$ cat src/uart_macros.svh
`ifndef UART_MACROS_SVH
`define UART_MACROS_SVH

// ======================================
// Baud timing
// ======================================

// Clock cycles per oversample tick
`define UART_CLKS_PER_SAMPLE 4

// Oversample ticks per bit, 64 clocks per bit with the divisor above
`define UART_OVERSAMPLE 16

// ======================================
// Frame and buffering
// ======================================

`define UART_WORD_SIZE 8       // Data bits per frame
`define UART_RX_FIFO_DEPTH 4   // Power of two

`endif

$ cat src/uart_pkg.sv
`include "uart_macros.svh"

package uart_pkg;

    // Receive FSM
    typedef enum logic [2:0] {
        RX_IDLE,
        RX_VALIDATE_START,
        RX_READ_DATA,
        RX_STOP,
        RX_DATA_READY
    } uart_rx_state_t;

    // Transmit FSM
    typedef enum logic [1:0] {
        TX_IDLE,
        TX_START,
        TX_DATA,
        TX_STOP
    } uart_tx_state_t;

    typedef enum logic {
        OP_NOP  = 1'b0,   // Returns the command credit only
        OP_SEND = 1'b1    // Transmit the data byte
    } uart_opcode_t;

    typedef struct packed {
        uart_opcode_t                opcode;
        logic [`UART_WORD_SIZE-1:0] data;
    } uart_cmd_t;

    typedef struct packed {
        logic [`UART_WORD_SIZE-1:0] data;
        logic                        frame_err;  // Stop bit was low
        logic                        overrun;    // A frame was dropped before this one
    } uart_rsp_t;

endpackage

$ cat src/uart_core.sv
`include "uart_macros.svh"

module uart_core (
    input  logic                clk,
    input  logic                reset,
    input  logic                i_cmd_valid,
    input  uart_pkg::uart_cmd_t i_cmd,
    output logic                o_cmd_credit,
    output logic                o_rsp_valid,
    output uart_pkg::uart_rsp_t o_rsp,
    input  logic                i_rsp_credit,
    input  logic                i_rx_serial,
    output logic                o_tx_serial
);

    // Receive path handshake
    logic                       byte_ready;
    logic [`UART_WORD_SIZE-1:0] rx_byte;
    logic                       frame_err;
    logic                       ack;

    // Transmit path handshake
    logic                       tx_start;
    logic [`UART_WORD_SIZE-1:0] tx_byte;
    logic                       tx_done;

    uart_ctrl u_ctrl (
        .clk          (clk),
        .reset        (reset),
        .i_cmd_valid  (i_cmd_valid),
        .i_cmd        (i_cmd),
        .o_cmd_credit (o_cmd_credit),
        .i_rsp_credit (i_rsp_credit),
        .o_rsp_valid  (o_rsp_valid),
        .o_rsp        (o_rsp),
        .i_byte_ready (byte_ready),
        .i_byte       (rx_byte),
        .i_frame_err  (frame_err),
        .o_ack        (ack),
        .o_tx_start   (tx_start),
        .o_tx_byte    (tx_byte),
        .i_tx_done    (tx_done)
    );

    uart_rx_path u_rx_path (
        .clk          (clk),
        .reset        (reset),
        .i_rx_serial  (i_rx_serial),
        .i_ack        (ack),
        .o_byte_ready (byte_ready),
        .o_byte       (rx_byte),
        .o_frame_err  (frame_err)
    );

    uart_tx_path u_tx_path (
        .clk         (clk),
        .reset       (reset),
        .i_tx_start  (tx_start),
        .i_tx_byte   (tx_byte),
        .o_tx_serial (o_tx_serial),
        .o_tx_done   (tx_done)
    );

endmodule

$ cat src/uart_ctrl.sv
`include "uart_macros.svh"

module uart_ctrl (
    input  logic                       clk,
    input  logic                       reset,
    input  logic                       i_cmd_valid,
    input  uart_pkg::uart_cmd_t        i_cmd,
    output logic                       o_cmd_credit,
    input  logic                       i_rsp_credit,
    output logic                       o_rsp_valid,
    output uart_pkg::uart_rsp_t        o_rsp,
    input  logic                       i_byte_ready,
    input  logic [`UART_WORD_SIZE-1:0] i_byte,
    input  logic                       i_frame_err,
    output logic                       o_ack,
    output logic                       o_tx_start,
    output logic [`UART_WORD_SIZE-1:0] o_tx_byte,
    input  logic                       i_tx_done
);

    import uart_pkg::*;

    localparam int DEPTH    = `UART_RX_FIFO_DEPTH;
    localparam int PTR_W    = $clog2(DEPTH);
    localparam int CREDIT_W = 8;

    // ======================================
    // Command decode
    // ======================================
    logic cmd_send;
    logic cmd_nop;
    logic nop_credit;

    always_comb begin
        cmd_send = 1'b0;
        cmd_nop  = 1'b0;
        if (i_cmd_valid) begin
            case (i_cmd.opcode)
                OP_SEND: cmd_send = 1'b1;
                OP_NOP:  cmd_nop  = 1'b1;
            endcase
        end
    end

    always_ff @(posedge clk) begin
        if (reset) begin
            o_tx_start <= 1'b0;
            nop_credit <= 1'b0;
        end else begin
            o_tx_start <= cmd_send;
            nop_credit <= cmd_nop;
        end
    end

    always_ff @(posedge clk) begin
        if (cmd_send) o_tx_byte <= i_cmd.data;
    end

    // Never both at once, the host holds only one credit
    assign o_cmd_credit = nop_credit | i_tx_done;

    // ======================================
    // Receive FIFO and response credits
    // ======================================
    uart_rsp_t           fifo_mem [DEPTH];
    uart_rsp_t           push_entry;
    logic [PTR_W:0]      wr_ptr;
    logic [PTR_W:0]      rd_ptr;
    logic [CREDIT_W-1:0] credit_count;
    logic                overrun_pending;
    logic                fifo_empty;
    logic                fifo_full;
    logic                push;
    logic                pop;

    assign fifo_empty = (wr_ptr == rd_ptr);
    assign fifo_full  = (wr_ptr[PTR_W] != rd_ptr[PTR_W]) &&
                        (wr_ptr[PTR_W-1:0] == rd_ptr[PTR_W-1:0]);
    assign o_ack      = i_byte_ready;   // Always taken, dropped if full
    assign push       = i_byte_ready && !fifo_full;
    assign pop        = (credit_count != '0) && !fifo_empty;

    assign push_entry.data      = i_byte;
    assign push_entry.frame_err = i_frame_err;
    assign push_entry.overrun   = overrun_pending;

    always_ff @(posedge clk) begin
        if (push) fifo_mem[wr_ptr[PTR_W-1:0]] <= push_entry;
        if (pop)  o_rsp <= fifo_mem[rd_ptr[PTR_W-1:0]];
    end

    always_ff @(posedge clk) begin
        if (reset) begin
            wr_ptr          <= '0;
            rd_ptr          <= '0;
            credit_count    <= '0;
            overrun_pending <= 1'b0;
            o_rsp_valid     <= 1'b0;
        end else begin
            o_rsp_valid  <= pop;
            credit_count <= credit_count + CREDIT_W'(i_rsp_credit) - CREDIT_W'(pop);
            if (push) wr_ptr <= wr_ptr + 1'b1;
            if (pop)  rd_ptr <= rd_ptr + 1'b1;
            if (i_byte_ready && fifo_full) begin
                overrun_pending <= 1'b1;   // Sticky until next push
            end else if (push) begin
                overrun_pending <= 1'b0;
            end
        end
    end

endmodule

$ cat src/uart_rx_path.sv
`include "uart_macros.svh"

module uart_rx_path (
    input  logic                       clk,
    input  logic                       reset,
    input  logic                       i_rx_serial,
    input  logic                       i_ack,
    output logic                       o_byte_ready,
    output logic [`UART_WORD_SIZE-1:0] o_byte,
    output logic                       o_frame_err
);

    import uart_pkg::*;

    localparam int TIMER_W  = $clog2(`UART_CLKS_PER_SAMPLE);
    localparam int SAMPLE_W = $clog2(`UART_OVERSAMPLE);
    localparam int BIT_W    = $clog2(`UART_WORD_SIZE);

    // ======================================
    // Input synchronizer
    // ======================================
    logic rx_meta;
    logic rx_sync;

    always_ff @(posedge clk) begin
        if (reset) begin
            rx_meta <= 1'b1;   // Line idles high
            rx_sync <= 1'b1;
        end else begin
            rx_meta <= i_rx_serial;
            rx_sync <= rx_meta;
        end
    end

    // ======================================
    // Oversampling timer
    // ======================================
    uart_rx_state_t      state;
    uart_rx_state_t      next_state;
    logic [TIMER_W-1:0]  clk_count;
    logic [SAMPLE_W-1:0] sample_count;
    logic                timer_run;
    logic                timer_clear;
    logic                sample_tick;
    logic                mid_bit;
    logic                end_bit;

    assign timer_run   = (state == RX_VALIDATE_START) || (state == RX_READ_DATA) ||
                         (state == RX_STOP);
    assign sample_tick = timer_run && (clk_count == TIMER_W'(`UART_CLKS_PER_SAMPLE - 1));
    assign mid_bit     = sample_tick && (sample_count == SAMPLE_W'(`UART_OVERSAMPLE / 2 - 1));
    assign end_bit     = sample_tick && (sample_count == SAMPLE_W'(`UART_OVERSAMPLE - 1));

    always_ff @(posedge clk) begin
        if (reset) begin
            clk_count    <= '0;
            sample_count <= '0;
        end else if (timer_clear) begin
            clk_count    <= '0;
            sample_count <= '0;
        end else if (sample_tick) begin
            clk_count    <= '0;
            sample_count <= sample_count + 1'b1;   // Wraps at end of bit
        end else if (timer_run) begin
            clk_count <= clk_count + 1'b1;
        end
    end

    // ======================================
    // Receive FSM
    // ======================================
    logic [BIT_W-1:0]           bit_count;
    logic [`UART_WORD_SIZE-1:0] shift_reg;
    logic                       shift_en;
    logic                       stop_check;

    always_comb begin
        next_state  = state;
        timer_clear = 1'b0;
        shift_en    = 1'b0;
        stop_check  = 1'b0;
        case (state)
            RX_IDLE: begin
                if (!rx_sync) begin   // Falling edge of start bit
                    next_state  = RX_VALIDATE_START;
                    timer_clear = 1'b1;
                end
            end
            RX_VALIDATE_START: begin
                if (mid_bit) begin
                    if (!rx_sync) begin
                        next_state  = RX_READ_DATA;
                        timer_clear = 1'b1;   // Later samples land mid-bit
                    end else begin
                        next_state = RX_IDLE;   // Glitch
                    end
                end
            end
            RX_READ_DATA: begin
                if (end_bit) begin
                    shift_en = 1'b1;
                    if (bit_count == BIT_W'(`UART_WORD_SIZE - 1)) begin
                        next_state = RX_STOP;
                    end
                end
            end
            RX_STOP: begin
                if (end_bit) begin
                    stop_check = 1'b1;
                    next_state = RX_DATA_READY;   // Bad stop bit is reported too
                end
            end
            RX_DATA_READY: begin
                if (i_ack) begin
                    next_state = RX_IDLE;
                end
            end
            default: next_state = RX_IDLE;
        endcase
    end

    always_ff @(posedge clk) begin
        if (reset) begin
            state       <= RX_IDLE;
            bit_count   <= '0;
            o_frame_err <= 1'b0;
        end else begin
            state <= next_state;
            if (shift_en) begin
                bit_count <= bit_count + 1'b1;
            end else if (state == RX_IDLE) begin
                bit_count <= '0;
            end
            if (stop_check) begin
                o_frame_err <= !rx_sync;
            end else if (i_ack) begin
                o_frame_err <= 1'b0;
            end
        end
    end

    // LSB arrives first
    always_ff @(posedge clk) begin
        if (shift_en) begin
            shift_reg <= {rx_sync, shift_reg[`UART_WORD_SIZE-1:1]};
        end
    end

    assign o_byte       = shift_reg;
    assign o_byte_ready = (state == RX_DATA_READY);

endmodule

$ cat src/uart_tx_path.sv
`include "uart_macros.svh"

module uart_tx_path (
    input  logic                       clk,
    input  logic                       reset,
    input  logic                       i_tx_start,
    input  logic [`UART_WORD_SIZE-1:0] i_tx_byte,
    output logic                       o_tx_serial,
    output logic                       o_tx_done
);

    import uart_pkg::*;

    localparam int CLKS_PER_BIT = `UART_CLKS_PER_SAMPLE * `UART_OVERSAMPLE;
    localparam int TIMER_W      = $clog2(CLKS_PER_BIT);
    localparam int BIT_W        = $clog2(`UART_WORD_SIZE);

    uart_tx_state_t             state;
    logic [TIMER_W-1:0]         baud_count;
    logic [BIT_W-1:0]           bit_count;
    logic [`UART_WORD_SIZE-1:0] shift_reg;
    logic                       bit_tick;

    assign bit_tick = (baud_count == TIMER_W'(CLKS_PER_BIT - 1));

    // ======================================
    // Baud timer
    // ======================================
    always_ff @(posedge clk) begin
        if (reset) begin
            baud_count <= '0;
        end else if ((state == TX_IDLE) || bit_tick) begin
            baud_count <= '0;
        end else begin
            baud_count <= baud_count + 1'b1;
        end
    end

    // ======================================
    // Transmit FSM
    // ======================================
    always_ff @(posedge clk) begin
        if (reset) begin
            state     <= TX_IDLE;
            bit_count <= '0;
            o_tx_done <= 1'b0;
        end else begin
            o_tx_done <= 1'b0;   // Single cycle pulse
            case (state)
                TX_IDLE: if (i_tx_start) state <= TX_START;
                TX_START: begin
                    if (bit_tick) begin
                        state     <= TX_DATA;
                        bit_count <= '0;
                    end
                end
                TX_DATA: begin
                    if (bit_tick) begin
                        bit_count <= bit_count + 1'b1;
                        if (bit_count == BIT_W'(`UART_WORD_SIZE - 1)) begin
                            state <= TX_STOP;
                        end
                    end
                end
                TX_STOP: begin
                    if (bit_tick) begin
                        state     <= TX_IDLE;
                        o_tx_done <= 1'b1;
                    end
                end
                default: state <= TX_IDLE;
            endcase
        end
    end

    always_ff @(posedge clk) begin
        if ((state == TX_IDLE) && i_tx_start) begin
            shift_reg <= i_tx_byte;
        end else if ((state == TX_DATA) && bit_tick) begin
            shift_reg <= shift_reg >> 1;   // Next bit to LSB
        end
    end

    always_comb begin
        case (state)
            TX_START: o_tx_serial = 1'b0;
            TX_DATA:  o_tx_serial = shift_reg[0];
            default:  o_tx_serial = 1'b1;   // Idle and stop bit
        endcase
    end

endmodule
$ cat config.mk
export PLATFORM = sky130hd
export DESIGN_NAME = uart_core
export DESIGN_NICKNAME = d
export VERILOG_FILES = /design/src/uart_pkg.sv /design/src/uart_core.sv /design/src/uart_ctrl.sv /design/src/uart_rx_path.sv /design/src/uart_tx_path.sv
export VERILOG_INCLUDE_DIRS = /design/src
export SDC_FILE = /design/constraint.sdc
export NUM_CORES = 1
export LEC_CHECK = 0
export BUFFER_PORTS_ARGS = -buffer_cell sky130_fd_sc_hd__buf_2
export CELL_PAD_IN_SITES_DETAIL_PLACEMENT = 1
export CELL_PAD_IN_SITES_GLOBAL_PLACEMENT = 1
export CORE_UTILIZATION = 54
export DETAILED_ROUTE_END_ITERATION = 8
export MAX_ROUTING_LAYER = met4
export PLACE_DENSITY = 0.95
export SETUP_SLACK_MARGIN = 0.1
export SYNTH_ARGS = -nofsm -noshare
export SYNTH_HDL_FRONTEND = slang
export SYNTH_SLANG_ARGS = --single-unit
$ cat constraint.sdc
create_clock -name clk -period 8.75 [get_ports clk]
set_input_delay 0.875 -clock clk [delete_from_list [all_inputs] [get_ports clk]]
set_output_delay 0.875 -clock clk [all_outputs]
set_load 0.005 [all_outputs]
==> impl_metrics.py <==
metrics = {
    "status": {
        "status": "complete, no violations",
    },
    "final_layout": {
        "final_cell_count_no_fill": 527,
        "final_common_cell": "edfxtp_1",
        "layout_common_cells": "74 x edfxtp_1, 45 x dfxtp_1, 28 x ha_1, 26 x nor2_1, 26 x buf_2",
        "largest_reg_flops": 40,
        "fin_nets": 450,
        "drive_gt1_share_pct": 21.5,
        "diodes": 0,
        "area_delta_synth_final_pct": 16.2,
        "fill_cells": 834,
    },
    "logic_synthesis": {
        "ys_ff_latch": 119,
        "synth-main-ff-cell": "edfxtp_1",
        "synthCells": 372,
        "syn_nets": 415,
        "synth.top_cells.by_area": "edfxtp_1 44%, dfxtp_1 18%, ha_1 7.0%",
        "syn_area_per_cell_um2": 13.5,
        "syn-cell-area_mm2": 0.00502,
        "yosysTopAreaCell": "edfxtp_1",
        "yosysWarnings": 0,
        "synth_edf_count": 74,
        "ys_seq_area_share_pct": 62.2,
        "yosys.area.top_type_share_pct": 44.2,
        "postSynth.asyncResetShare_pct": 0,
        "yosys.cell_types.count": 53,
    },
    "floorplanning": {
        "rows": 34,
        "die_y_um": 98.4,
        "core-area_mm2": 0.00885,
        "dieArea_mm2": 0.00969,
        "start_util_pct": 56.8,
        "die_w_um": 98.4,
        "ioPinCount": 27,
    },
    "setup_path": {
        "crit_required_ps": 9120,
        "crit_fanout": 14,
        "start_kind": "flip-flop",
        "critPathCaptureType": "flip-flop",
        "worstSetupPathType": "reg -> reg",
        "cp.arrival_ps": 4610,
    },
    "pwr": {
        "netSwitchingPower_mw": 0.489,
        "clock_power_share_pct": 40.9,
        "internal_power_mw": 1.21,
        "combinationalPowerShare_pct": 20.2,
        "ir_drop_mv": 0.163,
        "pwr-share-seq_pct": 38.9,
        "power_per_cell_area_mw_per_mm2": 291,
        "leakagePower_nw": 2.17,
        "switching_share_pct": 28.8,
    },
    "clock_tree": {
        "clock_path_buffers": 2,
        "htreeDepth": 4,
        "ctsResizeCount": 0,
        "cts.clk_slew.worst_paths_ps": 60,
        "clkLatencyLatePin_ps": 520,
        "cts_tree": "done",
        "numCtsBuffers": 17,
        "post_cts_buffers": 0,
        "root_buffer": "clkbuf_8",
        "cts.sinks": 119,
        "ctsHoldBuffers": 0,
    },
    "timing": {
        "worst_pin_slew_ps": 1180,
        "setup_viol": 0,
        "rsz0062_at_grt": "no",
        "max_freq_mhz": 236,
        "hold_viol_final": 0,
        "finalCritPeriodShare_pct": 48.5,
        "fin_crit_ps": 4240,
        "skew_ps": 7.49,
        "fin_setup_tns_ps": 0,
        "slew_violations": 0,
        "relSlewSlack_pct": 21.2,
    },
    "global_route": {
        "grt_util_all_layers_pct": 26.9,
        "grt_pass1_vias": 3429,
        "antenna_found_initial": 0,
        "overflow": 0,
        "grt_pass1_wl_um": 18600,
        "grt_max_degree": 39,
    },
    "route": {
        "finalWirelength_um": 11500,
        "drtPass1Iterations": 8,
        "via_per_inst": 5.88,
        "vias": 3097,
        "drc_errors": 0,
        "first_iter_violations": 142,
        "antenna_left": 0,
        "wire_per_inst_um": 21.9,
    },
    "place": {
        "place_hpwl_um": 7330,
        "gp_congestion": 0.762,
        "io_buffer_count": 26,
        "place_inst": 496,
    },
    "job": {
        "maxCapViolations": 0,
    },
    "worst_hold_path": {
        "hp-class": "reg -> reg",
    },
}
final cells by class:
| class | count | area [um2] | area share, % |
|---|---|---|---|
| flip-flops and latches | 119 | 3120 | 53.5 |
| repair buffers | 27 | 138 | 2.36 |
| clock buffers | 17 | 414 | 7.09 |
| inverters | 19 | 71.3 | 1.22 |
| well taps | 108 | 135 | 2.31 |
| clock inverters | 14 | 175 | 3.00 |
| multi-input cells | 223 | 1780 | 30.5 |
cell usage after synthesis, types with 2 or more instances:
cell type,instances
o211ai_1,2
or3_1,4
nor3_1,9
inv_1,19
o31ai_1,5
o21a_1,2
mux2_2,9
nand2_1,22
or2_2,4
a41o_1,2
buf_1,4
and2_1,5
dfxtp_1,45
a2111oi_0,2
and3_1,6
o21ai_0,7
xor2_1,8
nor2b_1,6
nand2b_1,3
mux4_2,10
nor3b_1,3
nand3_1,10
o2111ai_1,2
nor2_1,26
mux2i_1,4
ha_1,28
buf_2,3
clkbuf_1,3
a21oi_1,14
edfxtp_1,74
nand4b_1,2
nor4_1,3
xnor2_1,6
critical path, cell delays in order (launching register included):
cell and delay (ps):
dfxtp_1 890, xnor2_1 290, and3b_1 310, nor2_1 890, ha_1 280, inv_1 50
ha_1 200, fa_1 420, a21oi_1 240, o21ai_0 200, mux2i_1 180, o311ai_0 120
cells by family after synthesis:
group                      after synthesis  share of synthesized area [%]
muxes                                   24                           7.60
AOI/OAI and AO/OA                       46                           6.63
DFF                                    119                           62.2
adders and majority gates               29                           7.37
buffers and inverters                   30                           2.34
xor gates and xnor gates                14                           2.44
and+or+nand+nor                        110                           11.4
power groups by stage:
| stage | clock network [mW] | logic (mW) | registers [mW] |
|---|---|---|---|
| floorplan | 0 | 0.246 | 0.658 |
| global placement | 0 | 0.294 | 0.666 |
| detailed placement | 0 | 0.329 | 0.670 |
| CTS | 0.700 | 0.342 | 0.661 |
| global route | 0.722 | 0.377 | 0.664 |
| finish | 0.694 | 0.343 | 0.660 |
metrics by stage:
step                      hold slack [ps]  worst slack, ps  instance area (um2)  total power, mW  util [%]
after floorplan                       389             5730                 5020            0.904         -
after global placement                394             4840                 5250            0.960      59.3
after detailed placement              394             4620                 5250            0.999      59.3
after CTS                             428             4500                 5840             1.70      66.0
after global routing                  450             4160                 5840             1.76      66.0
final                                 423             4510                 5840             1.70      66.0
metal layers:
metal	track usage [%]	up-vias	routed length (um)
met2	47.8	54	6280
met5	-	-	0
met4	9.30	0	162
li1	-	1441	-
met3	6.31	15	320
met1	29.8	1587	4780
path summary, 6_finish.rpt:
kind	start	to	slack, ps	depth (start not counted)
hold reg to reg	u_rx_path.rx_meta$_SDFF_PP1_	u_rx_path.rx_sync$_SDFF_PP1_	420	1
hold / removal	u_rx_path.rx_meta$_SDFF_PP1_	u_rx_path.rx_sync$_SDFF_PP1_	420	1
setup reg to reg	u_ctrl.rd_ptr[0]$_SDFFE_PP0P_	u_ctrl.credit_count[6]$_SDFF_PP0_	4510	11
setup / recovery	u_ctrl.rd_ptr[0]$_SDFFE_PP0P_	u_ctrl.credit_count[6]$_SDFF_PP0_	4510	11
(Power assumes the default switching activity.)
